===== config.mk =====
export PLATFORM = sky130hd
export DESIGN_NAME = coreTop
export DESIGN_NICKNAME = d
export VERILOG_FILES = /design/src/logic/busPkg.sv /design/src/logic/isaPkg.sv /design/src/logic/aluExec.sv /design/src/logic/commitStage.sv /design/src/logic/controlUnit.sv /design/src/logic/coreTop.sv /design/src/logic/decodeStage.sv /design/src/logic/fetchUnit.sv /design/src/logic/regFile.sv
export VERILOG_INCLUDE_DIRS = /design/src /design/src/logic
export SDC_FILE = /design/constraint.sdc
export NUM_CORES = 1
export LEC_CHECK = 0
export ABC_AREA = 1
export BUFFER_PORTS_ARGS = -buffer_cell sky130_fd_sc_hd__clkbuf_2
export CAP_MARGIN = 20
export CORE_MARGIN = 1
export CORE_UTILIZATION = 40
export CTS_CLUSTER_DIAMETER = 80
export DETAILED_ROUTE_END_ITERATION = 7
export PLACE_DENSITY = 0.58
export SYNTH_ARGS = -nofsm -noshare
export SYNTH_HDL_FRONTEND = slang
export SYNTH_HIERARCHICAL = 1
export SYNTH_SLANG_ARGS = --single-unit

===== constraint.sdc =====
create_clock -name clk -period 5.2 [get_ports clk]
set_input_delay 0.26 -clock clk [delete_from_list [all_inputs] [get_ports clk]]
set_output_delay 0.26 -clock clk [all_outputs]
set_load 0.01 [all_outputs]

===== src/logic/core_consts.svh =====
/*
 * global sizing for the 16-bit multicycle core
 * included by packages and RTL that need widths or the reset vector
 */
`ifndef CORE_CONSTS_SVH
`define CORE_CONSTS_SVH

// data path and instruction word width
`define CORE_DATA_W 16
// architectural register count, index width follows from it
`define CORE_REG_CNT 8
`define CORE_REG_IDX_W $clog2(`CORE_REG_CNT)
// word address width on the instruction bus, pc counts words
`define CORE_ADDR_W 16
`define CORE_RESET_PC 16'h0000  // first fetch address

`endif


===== src/logic/busPkg.sv =====
/*
 * bus and trace types of the core boundary
 * wishbone classic read channel and the per-instruction commit record
 */
`include "core_consts.svh"

package busPkg;

   typedef struct packed {
      logic                    cyc;
      logic                    stb;
      logic [`CORE_ADDR_W-1:0] adr;   // word address
   } wbReq_t;

   typedef struct packed {
      logic                    ack;
      logic [`CORE_DATA_W-1:0] dat;   // valid with ack
   } wbRsp_t;

   // one record per retired instruction
   typedef struct packed {
      logic                       valid;
      logic [`CORE_ADDR_W-1:0]    pc;
      logic                       we;
      logic [`CORE_REG_IDX_W-1:0] regIdx;
      logic [`CORE_DATA_W-1:0]    data;   // zero when we is low
   } commit_t;

endpackage


===== src/logic/isaPkg.sv =====
/*
 * instruction set types shared by decode and execute
 * opcode and ALU encodings plus the decoded control word
 */
package isaPkg;

   // instr[15:11], anything not listed here is illegal
   typedef enum logic [4:0] {
      OP_HALT  = 5'b00000,
      OP_NOP   = 5'b00001,
      OP_J     = 5'b00100,
      OP_ADDI  = 5'b01000,
      OP_SUBI  = 5'b01001,
      OP_XORI  = 5'b01010,
      OP_ANDNI = 5'b01011,
      OP_BEQZ  = 5'b01100,
      OP_BNEZ  = 5'b01101,
      OP_SLBI  = 5'b10010,
      OP_LBI   = 5'b11000,
      OP_RALU  = 5'b11011   // register forms, function in [1:0]
   } opcode_e;

   typedef enum logic [2:0] {
      ALU_ADD,
      ALU_SUB,              // a - b
      ALU_XOR,
      ALU_ANDN,             // a & ~b
      ALU_PASSB,            // lbi
      ALU_SLBI              // (a << 8) | b[7:0]
   } aluOp_e;

   // operand b source
   typedef enum logic [1:0] {BSRC_REG, BSRC_IMM5, BSRC_IMM8, BSRC_ZERO} bSrc_e;

   typedef enum logic [1:0] {BR_NONE, BR_EQZ, BR_NEZ, BR_JUMP} brch_e;

   typedef struct packed {
      aluOp_e     aluOp;
      bSrc_e      bSrc;
      logic       zeroExt;  // imm5/imm8 zero extended when set
      brch_e      brch;
      logic       regWrt;
      logic [1:0] dstSel;   // 0 rd, 1 rt, 2 rs
      logic       halt;
      logic       illegal;
   } ctrl_t;

endpackage


===== src/logic/aluExec.sv =====
/*
 * execute stage, ALU operation and next pc resolution
 * combinational, result goes to commit and next pc back to fetch
 */
`timescale 1ns/1ps
`include "core_consts.svh"

module aluExec (
   input  isaPkg::ctrl_t           ctrl,
   input  logic [`CORE_DATA_W-1:0] opA,
   input  logic [`CORE_DATA_W-1:0] opB,
   input  logic [`CORE_DATA_W-1:0] imm11,
   input  logic [`CORE_ADDR_W-1:0] pc,
   output logic [`CORE_DATA_W-1:0] result,
   output logic [`CORE_ADDR_W-1:0] nextPc
);

   logic [`CORE_ADDR_W-1:0] pcPlus1;
   logic                    isZero;
   logic                    taken;

   // arithmetic wraps, no flags
   always_comb begin
      case (ctrl.aluOp)
         isaPkg::ALU_ADD:   result = opA + opB;
         isaPkg::ALU_SUB:   result = opA - opB;
         isaPkg::ALU_XOR:   result = opA ^ opB;
         isaPkg::ALU_ANDN:  result = opA & ~opB;
         isaPkg::ALU_PASSB: result = opB;
         isaPkg::ALU_SLBI:  result = {opA[`CORE_DATA_W-9:0], opB[7:0]};  // shift in low byte
         default:           result = '0;
      endcase
   end

   assign pcPlus1 = pc + 1'b1;
   assign isZero  = (opA == '0);   // rs tested by conditional branches

   always_comb begin
      case (ctrl.brch)
         isaPkg::BR_EQZ: taken = isZero;
         isaPkg::BR_NEZ: taken = !isZero;
         default:        taken = 1'b0;
      endcase
   end

   always_comb begin
      if (ctrl.brch == isaPkg::BR_JUMP)
         nextPc = pcPlus1 + imm11;
      else if (taken)
         nextPc = pcPlus1 + opB;    // opB holds sign extended imm8
      else
         nextPc = pcPlus1;
   end

endmodule


===== src/logic/commitStage.sv =====
/*
 * commit stage, register writeback and retirement trace
 * keeps sticky halted and err, tells fetch to stop on halt
 */
`timescale 1ns/1ps
`include "core_consts.svh"

module commitStage (
   input  logic                       clk,
   input  logic                       rstN,
   input  logic                       exec,
   input  isaPkg::ctrl_t              ctrl,
   input  logic [`CORE_REG_IDX_W-1:0] dst,
   input  logic [`CORE_DATA_W-1:0]    result,
   input  logic [`CORE_ADDR_W-1:0]    pc,
   output logic [`CORE_REG_IDX_W-1:0] wrSel,
   output logic [`CORE_DATA_W-1:0]    wrData,
   output logic                       wrEn,
   output logic                       stop,
   output busPkg::commit_t            commit,
   output logic                       halted,
   output logic                       err
);

   assign wrEn   = exec & ctrl.regWrt;  // write only in the exec cycle
   assign wrSel  = dst;
   assign wrData = result;
   assign stop   = exec & ctrl.halt;    // covers illegal too

   always_ff @(posedge clk or negedge rstN) begin
      if (!rstN) begin
         commit <= '0;
         halted <= 1'b0;
         err    <= 1'b0;
      end else begin
         commit.valid <= exec;           // single cycle pulse
         if (exec) begin
            commit.pc     <= pc;
            commit.we     <= ctrl.regWrt;
            commit.regIdx <= dst;
            commit.data   <= ctrl.regWrt ? result : '0;
         end
         if (stop)
            halted <= 1'b1;
         if (exec && ctrl.illegal)
            err <= 1'b1;
      end
   end

endmodule


===== src/logic/controlUnit.sv =====
/*
 * instruction decoder, opcode and function bits to control word
 * purely combinational, unknown opcodes come out as illegal halts
 */
`timescale 1ns/1ps
`include "core_consts.svh"

module controlUnit (
   input  logic [`CORE_DATA_W-1:0] instr,
   output isaPkg::ctrl_t           ctrl
);

   isaPkg::opcode_e opcode;
   logic [1:0]      funct;

   assign opcode = isaPkg::opcode_e'(instr[15:11]);
   assign funct  = instr[1:0];   // register forms only

   always_comb begin
      ctrl       = '0;                  // no write, no branch
      ctrl.aluOp = isaPkg::ALU_ADD;
      ctrl.bSrc  = isaPkg::BSRC_ZERO;
      ctrl.brch  = isaPkg::BR_NONE;
      case (opcode)
         isaPkg::OP_HALT: ctrl.halt = 1'b1;
         isaPkg::OP_NOP: begin
            // retires with no side effect
         end
         isaPkg::OP_RALU: begin
            ctrl.bSrc   = isaPkg::BSRC_REG;
            ctrl.regWrt = 1'b1;
            ctrl.dstSel = 2'd0;            // rd in [4:2]
            case (funct)
               2'b00:   ctrl.aluOp = isaPkg::ALU_ADD;
               2'b01:   ctrl.aluOp = isaPkg::ALU_SUB;
               2'b10:   ctrl.aluOp = isaPkg::ALU_XOR;
               default: ctrl.aluOp = isaPkg::ALU_ANDN;
            endcase
         end
         isaPkg::OP_ADDI, isaPkg::OP_SUBI, isaPkg::OP_XORI, isaPkg::OP_ANDNI: begin
            ctrl.bSrc   = isaPkg::BSRC_IMM5;
            ctrl.regWrt = 1'b1;
            ctrl.dstSel = 2'd1;            // rt in [7:5]
            case (opcode)
               isaPkg::OP_ADDI: ctrl.aluOp = isaPkg::ALU_ADD;
               isaPkg::OP_SUBI: ctrl.aluOp = isaPkg::ALU_SUB;
               isaPkg::OP_XORI: ctrl.aluOp = isaPkg::ALU_XOR;
               default:         ctrl.aluOp = isaPkg::ALU_ANDN;
            endcase
            // logical immediates are unsigned
            ctrl.zeroExt = (opcode == isaPkg::OP_XORI) || (opcode == isaPkg::OP_ANDNI);
         end
         isaPkg::OP_LBI, isaPkg::OP_SLBI: begin
            ctrl.bSrc    = isaPkg::BSRC_IMM8;
            ctrl.regWrt  = 1'b1;
            ctrl.dstSel  = 2'd2;           // rs is both source and target
            ctrl.zeroExt = (opcode == isaPkg::OP_SLBI);
            ctrl.aluOp   = (opcode == isaPkg::OP_SLBI) ? isaPkg::ALU_SLBI : isaPkg::ALU_PASSB;
         end
         isaPkg::OP_BEQZ, isaPkg::OP_BNEZ: begin
            ctrl.bSrc = isaPkg::BSRC_IMM8;  // signed offset rides on operand b
            ctrl.brch = (opcode == isaPkg::OP_BEQZ) ? isaPkg::BR_EQZ : isaPkg::BR_NEZ;
         end
         isaPkg::OP_J: ctrl.brch = isaPkg::BR_JUMP;
         default: begin
            ctrl.illegal = 1'b1;
            ctrl.halt    = 1'b1;           // stop fetching on garbage
         end
      endcase
   end

   // a writing instruction never redirects the pc
   always_comb begin
      aNoWrtBrch: assert final (!(ctrl.regWrt && ctrl.brch != isaPkg::BR_NONE))
         else $error("regWrt with branch type, instr %h", instr);
   end

endmodule


===== src/logic/coreTop.sv =====
/*
 * top of the multicycle core, fetch, decode, execute and commit
 * instruction bus and commit trace are the only external ports
 */
`timescale 1ns/1ps
`include "core_consts.svh"

module coreTop (
   input  logic            clk,
   input  logic            rstN,
   output busPkg::wbReq_t  wbReq,
   input  busPkg::wbRsp_t  wbRsp,
   output busPkg::commit_t commit,
   output logic            halted,
   output logic            err
);

   logic [`CORE_DATA_W-1:0]    instr;
   logic [`CORE_ADDR_W-1:0]    pc;
   logic [`CORE_ADDR_W-1:0]    nextPc;
   logic                       exec;
   logic                       stop;
   isaPkg::ctrl_t              ctrl;
   logic [`CORE_DATA_W-1:0]    opA;
   logic [`CORE_DATA_W-1:0]    opB;
   logic [`CORE_DATA_W-1:0]    imm11;
   logic [`CORE_DATA_W-1:0]    result;
   logic [`CORE_REG_IDX_W-1:0] dst;
   logic [`CORE_REG_IDX_W-1:0] wrSel;
   logic [`CORE_DATA_W-1:0]    wrData;
   logic                       wrEn;

   fetchUnit uFetch (.clk(clk), .rstN(rstN), .wbReq(wbReq), .wbRsp(wbRsp), .nextPc(nextPc),
                     .stop(stop), .instr(instr), .pc(pc), .exec(exec));

   decodeStage uDecode (.clk(clk), .rstN(rstN), .instr(instr), .wrSel(wrSel), .wrData(wrData),
                        .wrEn(wrEn), .ctrl(ctrl), .opA(opA), .opB(opB), .imm11(imm11), .dst(dst));

   aluExec uExec (.ctrl(ctrl), .opA(opA), .opB(opB), .imm11(imm11), .pc(pc),
                  .result(result), .nextPc(nextPc));

   commitStage uCommit (.clk(clk), .rstN(rstN), .exec(exec), .ctrl(ctrl), .dst(dst),
                        .result(result), .pc(pc), .wrSel(wrSel), .wrData(wrData), .wrEn(wrEn),
                        .stop(stop), .commit(commit), .halted(halted), .err(err));

endmodule


===== src/logic/decodeStage.sv =====
/*
 * decode stage, control decode, register read and operand selection
 * feeds aluExec, takes the write port from commitStage
 */
`timescale 1ns/1ps
`include "core_consts.svh"

module decodeStage (
   input  logic                       clk,
   input  logic                       rstN,
   input  logic [`CORE_DATA_W-1:0]    instr,
   input  logic [`CORE_REG_IDX_W-1:0] wrSel,   // from commit
   input  logic [`CORE_DATA_W-1:0]    wrData,
   input  logic                       wrEn,
   output isaPkg::ctrl_t              ctrl,
   output logic [`CORE_DATA_W-1:0]    opA,
   output logic [`CORE_DATA_W-1:0]    opB,
   output logic [`CORE_DATA_W-1:0]    imm11,   // jump offset
   output logic [`CORE_REG_IDX_W-1:0] dst
);

   logic [`CORE_DATA_W-1:0] imm5;
   logic [`CORE_DATA_W-1:0] imm8;
   logic [`CORE_DATA_W-1:0] regB;

   controlUnit uCtrl (
      .instr (instr),
      .ctrl  (ctrl)
   );

   // rs on port a, rt on port b
   regFile uRegs (
      .clk    (clk),
      .rstN   (rstN),
      .rdSelA (instr[10:8]),
      .rdSelB (instr[7:5]),
      .wrSel  (wrSel),
      .wrData (wrData),
      .wrEn   (wrEn),
      .rdA    (opA),
      .rdB    (regB)
   );

   assign imm5  = ctrl.zeroExt ? {{(`CORE_DATA_W-5){1'b0}}, instr[4:0]}
                               : {{(`CORE_DATA_W-5){instr[4]}}, instr[4:0]};
   assign imm8  = ctrl.zeroExt ? {{(`CORE_DATA_W-8){1'b0}}, instr[7:0]}
                               : {{(`CORE_DATA_W-8){instr[7]}}, instr[7:0]};
   assign imm11 = {{(`CORE_DATA_W-11){instr[10]}}, instr[10:0]};  // always signed

   always_comb begin
      case (ctrl.bSrc)
         isaPkg::BSRC_REG:  opB = regB;
         isaPkg::BSRC_IMM5: opB = imm5;
         isaPkg::BSRC_IMM8: opB = imm8;   // also branch offset
         default:           opB = '0;
      endcase
   end

   always_comb begin
      case (ctrl.dstSel)
         2'd1:    dst = instr[7:5];       // immediate forms
         2'd2:    dst = instr[10:8];      // lbi, slbi
         default: dst = instr[4:2];
      endcase
   end

endmodule


===== src/logic/fetchUnit.sv =====
/*
 * instruction fetch and sequencing for the multicycle core
 * wishbone classic read master that holds pc and the fetched word
 */
`timescale 1ns/1ps
`include "core_consts.svh"

module fetchUnit (
   input  logic                    clk,
   input  logic                    rstN,
   output busPkg::wbReq_t          wbReq,
   input  busPkg::wbRsp_t          wbRsp,
   input  logic [`CORE_ADDR_W-1:0] nextPc,  // from aluExec
   input  logic                    stop,    // halt or illegal in exec
   output logic [`CORE_DATA_W-1:0] instr,
   output logic [`CORE_ADDR_W-1:0] pc,
   output logic                    exec     // one cycle per instruction
);

   typedef enum logic [1:0] {IDLE, REQ, EXEC, STOPPED} state_e;

   state_e state;
   state_e stateNxt;

   always_comb begin
      stateNxt = state;
      case (state)
         IDLE: stateNxt = REQ;             // first fetch right after reset
         REQ: begin
            if (wbRsp.ack)
               stateNxt = EXEC;           // wait states only stretch this phase
         end
         EXEC: stateNxt = stop ? STOPPED : REQ;
         default: stateNxt = STOPPED;      // parked until reset
      endcase
   end

   always_ff @(posedge clk or negedge rstN) begin
      if (!rstN) begin
         state <= IDLE;
         pc    <= `CORE_RESET_PC;
      end else begin
         state <= stateNxt;
         if (state == EXEC)
            pc <= nextPc;                 // next request goes out with the new pc
      end
   end

   // instruction register captured in the ack cycle
   always_ff @(posedge clk) begin
      if (state == REQ && wbRsp.ack)
         instr <= wbRsp.dat;
   end

   assign exec      = (state == EXEC);
   assign wbReq.cyc = (state == REQ);
   assign wbReq.stb = (state == REQ);  // single beat so stb follows cyc
   assign wbReq.adr = pc;

   // a pending request keeps its strobe and address until ack
   aAdrHold: assert property (@(posedge clk) disable iff (!rstN)
      (wbReq.stb && !wbRsp.ack) |=> (wbReq.stb && $stable(wbReq.adr)));

endmodule


===== src/logic/regFile.sv =====
/*
 * architectural register file, eight 16-bit entries
 * two combinational read ports and one synchronous write port
 */
`timescale 1ns/1ps
`include "core_consts.svh"

module regFile (
   input  logic                       clk,
   input  logic                       rstN,
   input  logic [`CORE_REG_IDX_W-1:0] rdSelA,
   input  logic [`CORE_REG_IDX_W-1:0] rdSelB,
   input  logic [`CORE_REG_IDX_W-1:0] wrSel,
   input  logic [`CORE_DATA_W-1:0]    wrData,
   input  logic                       wrEn,
   output logic [`CORE_DATA_W-1:0]    rdA,
   output logic [`CORE_DATA_W-1:0]    rdB
);

   logic [`CORE_DATA_W-1:0] regs [`CORE_REG_CNT];  // r0 is a normal register

   always_ff @(posedge clk or negedge rstN) begin
      if (!rstN) begin
         for (int i = 0; i < `CORE_REG_CNT; i++)
            regs[i] <= '0;
      end else if (wrEn) begin
         regs[wrSel] <= wrData;
      end
   end

   // write lands before the next instruction reads
   assign rdA = regs[rdSelA];
   assign rdB = regs[rdSelB];

endmodule


# ---- After elaboration in Yosys (flattened, before gate mapping)
# Index checks and enable logic that the tools add are counted.
dict set report word_totals {
  register_bits 201
  in_bits 19
  wordCells 112
}
dict set report classes {
  add_sub_neg 5
  n_lt_le_gt_ge 4
  eq_ne 28
  n_mux 32
  bitwise 8
  n_reduce_logical 17
}
# op count
set ops {}
lappend ops {{16-bit two-way mux} 10}
lappend ops {{128-bit bitwise mux} 1}
lappend ops {{16-bit binary-select mux with 3-bit select} 2}
lappend ops {{16-bit one-hot mux with 6 select lines} 1}
lappend ops {{16-bit adder} 3}
lappend ops {{16-bit demux with 3-bit select} 1}
lappend ops {{16-bit one-hot mux with 3 select lines} 1}
lappend ops {{5-bit by 4-bit == test with 1-bit output, second input constant} 6}
lappend ops {{2-bit one-hot mux with 3 select lines} 4}
lappend ops {{3-bit one-hot mux with 3 select lines} 2}
lappend ops {{16-bit by 1-bit adder with 16-bit output, second input constant} 1}
lappend ops {{16-bit bitwise AND} 1}
lappend ops {{16-bit logical NOT} 1}
lappend ops {{16-bit inverter} 1}
lappend ops {{16-bit subtractor} 1}
lappend ops {{16-bit bitwise XOR} 1}
lappend ops {{5-bit == test, second input constant} 3}
lappend ops {{2-bit == test, second input constant} 6}
lappend ops {{4-bit >= comparator, second input constant} 3}
lappend ops {{3-bit inverter with 4-bit output} 3}
lappend ops {{12-bit OR reduction} 1}
lappend ops {{11-bit OR reduction} 1}
lappend ops {{2-bit by 1-bit == test with 1-bit output, second input constant} 5}
lappend ops {{4-bit OR reduction} 2}
lappend ops {{other kinds (20)} 33}

# ---- Logic depth before layout (Yosys ltp)
dict set report depth {
  ltp_word 11
  ltp_mapped 35
  depth_no_buf 32
}

# ---- Cells and area by module
# Netlist, hierarchy kept.
# mod n_inst cells_each area_each_um2
set by_module_without_submodules {}
lappend by_module_without_submodules {regFile 1 1165 7490.9}
lappend by_module_without_submodules {aluExec 1 766 4212.8}
lappend by_module_without_submodules {commitStage 1 184 1640.3}
lappend by_module_without_submodules {fetchUnit 1 113 1338.8}
lappend by_module_without_submodules {decodeStage 1 99 508.0}
lappend by_module_without_submodules {controlUnit 1 55 256.5}

# ---- Least setup slack after synthesis
# OpenSTA, ideal clock, no wires.
dict set report synth_path {
  path_type {register to register}
  from {register uFetch.instr[11]}
  to {register uDecode/uRegs/regs[111] (netlist name)}
  setup_time_ns 0.128
  t_arrival_ns 4.105
  setup_slack_ns 0.967
  path_stages_with_launch 33
  path_buffers 3
  synth_period_minus_slack_ns 4.233
  cell_sequence {edfxtp_1 > nand2_1 > inv_1 > o21ai_1 > nand3_1 > nand2_1 > buf_2 > nor2_4 > buf_4 > nand2_1 > nand3_1 > inv_1 > ha_1 > inv_1 > nor2_1 > nand3_1 > nor3_1 > nand3_1 > nand2_1 > xor2_1 > inv_1 > ha_1 > a21oi_1 > o21ai_0 > nand2_1 > nand2_1 > a21oi_1 > nand3_1 > nand3_1 > nand2_1 > buf_4 > inv_1 > o21ai_0}
}
# element line
set synth_lines {}
lappend synth_lines {{start, declared} fetchUnit.sv:15} ;# output logic [`CORE_DATA_W-1:0] instr,
lappend synth_lines {{start signal, assigned} fetchUnit.sv:52} ;# instr <= wbRsp.dat;
lappend synth_lines {{end signal, assigned by index} regFile.sv:27} ;# regs[wrSel] <= wrData;
lappend synth_lines {{end, declared} regFile.sv:20} ;# logic [`CORE_DATA_W-1:0] regs [`CORE_REG_CNT];

==> results.md <==
* Vias in the first global route at 14.2k
* Sw Pwr at 0.739 mW
* RSZ-0062 raised after global routing: no
* GP Congestion at a little under 1
* Reg-to-reg critical path startpoint: uFetch/instr[11]$_DFFE_PP_
* Mean area per synthesized cell at 6.49 um^2
* Status: finished, final reports clean
* Syn Nets at about 2.5k
* Setup violations, final at 0
* CP required at ~5.6 ns
* Initial core utilization at 0.408
* Die W at between 150 and 200 um
* WP data arrival at between 5 and 6 ns
* Maximum clock rate at 212 MHz
* Via count at 15.3k
* Worst-Skew Late Latency at 0.55 ns
* Final period util at 0.907
* Number of port buffers at between 70 and 80
* Initial antenna violation count at 0
* Die Span Y at 199 um
* Nets@finish at 2,483
* Largest net degree at the start of global routing at 96
* Crit start category: flip-flop
* Flop pwr share at 0.457
* Worst R2R Path Depth at 28
* CTS root buf: clkbuf_16
* CTS buffer count at 25
* Unique cell type count in the Yosys netlist at 50
* Skew final at 0.00991 ns
* Clock Tree Buf Depth at 3
* Synthesis Warnings at 6
* Post-synthesis cell area at ~15,000 um^2
* Clock transition at the registers of the reported paths at 0.06 ns
* First-pass GRT wire length at ~80 mm
* Final Hold Viols at 0
* Internal at 2.72 mW
* Wirelength, routed at 52.1 mm
* Most frequent cells in the layout: nand2_1, inv_1, nand3_1
* Fill count at 4,038
* Worst slew pin tran at 0.899 ns
* Register area share after synthesis at 0.331
* MaxCap Viol Count at 0
* Layout cells sized above 1 at 0.0882
* Most frequent CP cell: nand3_1
* EDFF count, synth at 16
* Asr flop ratio synth at 0.920
* Clock sinks at 201
* Global-route usage over all layers at 0.266
* Max stage delay cell, worst path: edfxtp_1
* Setup TNS at 0 ns
* Worst-path fanout max at 9
* Prevailing post-synth register cell: dfrtp_1
* Maximum vdd drop at 0.187 mV
* Setup CP Type: reg2reg
* CTS tree: built
* Crit-path leading delay family: simple AND/OR/NAND/NOR gates
* Vias/cell at 5.23
* Crit path capture type: flip-flop
* Count of state elements after synthesis at 201
* Power share of the combinational group at 0.014
* Critical path buffer and inverter count at 6
* Flop-to-flop setup slack at 0.49 ns
* Die ar. at slightly below 40,000 um^2
* Commonest non-fill, non-tap cell in the layout: nand2_1
* IO Pins at 76
* LEAKAGE at 9.32 nW
* Area growth, synth to finish at 9.86%
* Period minus WS final at 4.71 ns
* H-tree depth at 1
* Antenna-violating nets left at 0
* Routed len/inst at 17.8 um
* Dpl cells at 2,858
* CORE AREA at 37,800 um^2
* Dpl hpwl at 36.8 mm
* Worst min path class: in2async
* Post-route DRC violation count at 0
* Number of diodes at 0
* Non-filler cells, final at 2,925
* Crit path largest cell delay at 0.50 ns
* Overflow after GRT at 0
* Sw Share at 0.214
* Detailed Routing Iterations Pass 1 at 5
* # rows at between 70 and 80
* Power per cell area at 204 nW/um^2
* Starting DRT DRC Count at 1,438
* Slew headroom at 0.394
* Syn Inst Count at 2,382
* Pins Over Slew Limit at 0
* Reg2reg end: uDecode/uRegs/regs[30]$_DFFE_PN0P_
* Clock Power Share at 0.529
-- logic make-up (layout without fill, tap and decap cells) --
family | after synthesis | after routing | share of synthesized area
AOI/OAI and AO/OA | 271 | 271 | 0.0976
and+or+nand+nor | 1372 | 1372 | 0.368
xor gates and xnor gates | 33 | 33 | 0.0187
buffers and inverters | 437 | 469 | 0.128
DFF | 201 | 201 | 0.331
adders and majority gates | 68 | 68 | 0.0565
-- worst reg2reg max path: cells and delay by family (launching register included) --
kind | cells | cell delay, ns
compound gates | 2 | 0.29
flops | 1 | 0.50
buf+inv | 6 | 0.68
xor+xnor | 1 | 0.17
fa+ha+maj | 2 | 0.54
simple gates | 17 | 2.39
-- flip-flops by register name, indices dropped and copies added (netlist names) --
| name | cells |
|---|---|
| uCommit/commit | 37 |
| uCommit/err | 1 |
| uCommit/halted | 1 |
| uDecode/uRegs/regs | 128 |
| uFetch/instr | 16 |
| uFetch/pc | 16 |
| uFetch/state | 2 |
-- how the worst max path moves through the flow --
stage          cells after the start                                   to                        from  slack (ns)
2_1_floorplan                     32  uDecode/uRegs/regs[111]$_DFFE_PN0P_  uFetch/instr[11]$_DFFE_PP_        0.97
3_5_place_dp                      30   uDecode/uRegs/regs[30]$_DFFE_PN0P_  uFetch/instr[12]$_DFFE_PP_        0.11
3_3_place_gp                      27   uDecode/uRegs/regs[30]$_DFFE_PN0P_  uFetch/instr[11]$_DFFE_PP_        0.12
6_report                          28   uDecode/uRegs/regs[30]$_DFFE_PN0P_  uFetch/instr[11]$_DFFE_PP_        0.49
5_1_grt                           30   uDecode/uRegs/regs[47]$_DFFE_PN0P_  uFetch/instr[11]$_DFFE_PP_        0.03
4_1_cts                           30   uDecode/uRegs/regs[30]$_DFFE_PN0P_  uFetch/instr[12]$_DFFE_PP_        0.08
-- repair_timing --
action	CTS	global route
gates resized for setup	0	7
setup endpoints to repair	0	59
hold buffers	18	0
buffers inserted	0	3
hold endpoints to repair	111	0
-- synthesized netlist by cell type, types with 5 or more instances --
cell      count  area share
nand2_1     953        0.23
inv_1       276       0.067
nand3_1     268       0.087
dfrtp_1     185        0.30
o21ai_0     160       0.052
nor2_1       92       0.022
ha_1         65       0.053
buf_4        62       0.030
buf_2        53       0.017
a21oi_1      49       0.016
xor2_1       30       0.017
clkbuf_1     23      0.0056
edfxtp_1     16       0.031
inv_2        12      0.0029
nor3_1       10      0.0032
o22ai_1      10      0.0040
o21bai_1      9      0.0044
a211oi_1      8      0.0039
nand4_1       8      0.0032
nor2_2        8      0.0032
nand3b_1      7      0.0034
nand2_2       6      0.0024
o21ai_1       6      0.0019
or2_2         6      0.0024
a21o_1        5      0.0024
buf_6         5      0.0036
-- power by group through the flow --
stage	clock, mW	combinational [mW]	sequential (mW)
after floorplan	0	0.000186	1.61
after global routing	1.93	0.0548	1.58
after global placement	0	0.0392	1.61
final	1.83	0.0474	1.58
after CTS	1.88	0.0509	1.58
after detailed placement	0	0.0400	1.61
-- cell type report --
| class | instances | area (um^2) | area share |
|---|---|---|---|
| multi-input cells | 1744 | 8380 | 0.494 |
| flip-flops and latches | 201 | 5110 | 0.301 |
| inverters | 288 | 1080 | 0.0637 |
| repair buffers | 136 | 900 | 0.0530 |
| clock buffers | 35 | 733 | 0.0432 |
| well taps | 511 | 639 | 0.0377 |
| clock inverters | 10 | 129 | 0.00759 |
-- metrics by stage --
step / util / setup slack [ns] / power (mW) / cell area, um^2 / hold slack (ns)
floorplan: - / 0.967 / 1.61 / 15400 / -0.0356
global placement: 0.420 / 0.124 / 1.65 / 15900 / 0.394
detailed placement: 0.420 / 0.107 / 1.65 / 15900 / 0.409
CTS: 0.447 / 0.0820 / 3.51 / 16900 / 0.401
global route: 0.448 / 0.0339 / 3.56 / 17000 / 0.411
finish: 0.448 / 0.486 / 3.46 / 17000 / 0.310
-- metal layers --
metal,vias to the layer above,track usage,routed length (um)
met2,556,0.392,21800
met5,-,0,0
li1,7502,-,-
met4,0,0.0829,1550
met3,70,0.0393,3600
met1,7162,0.396,25100
(Power assumes the default switching activity.)
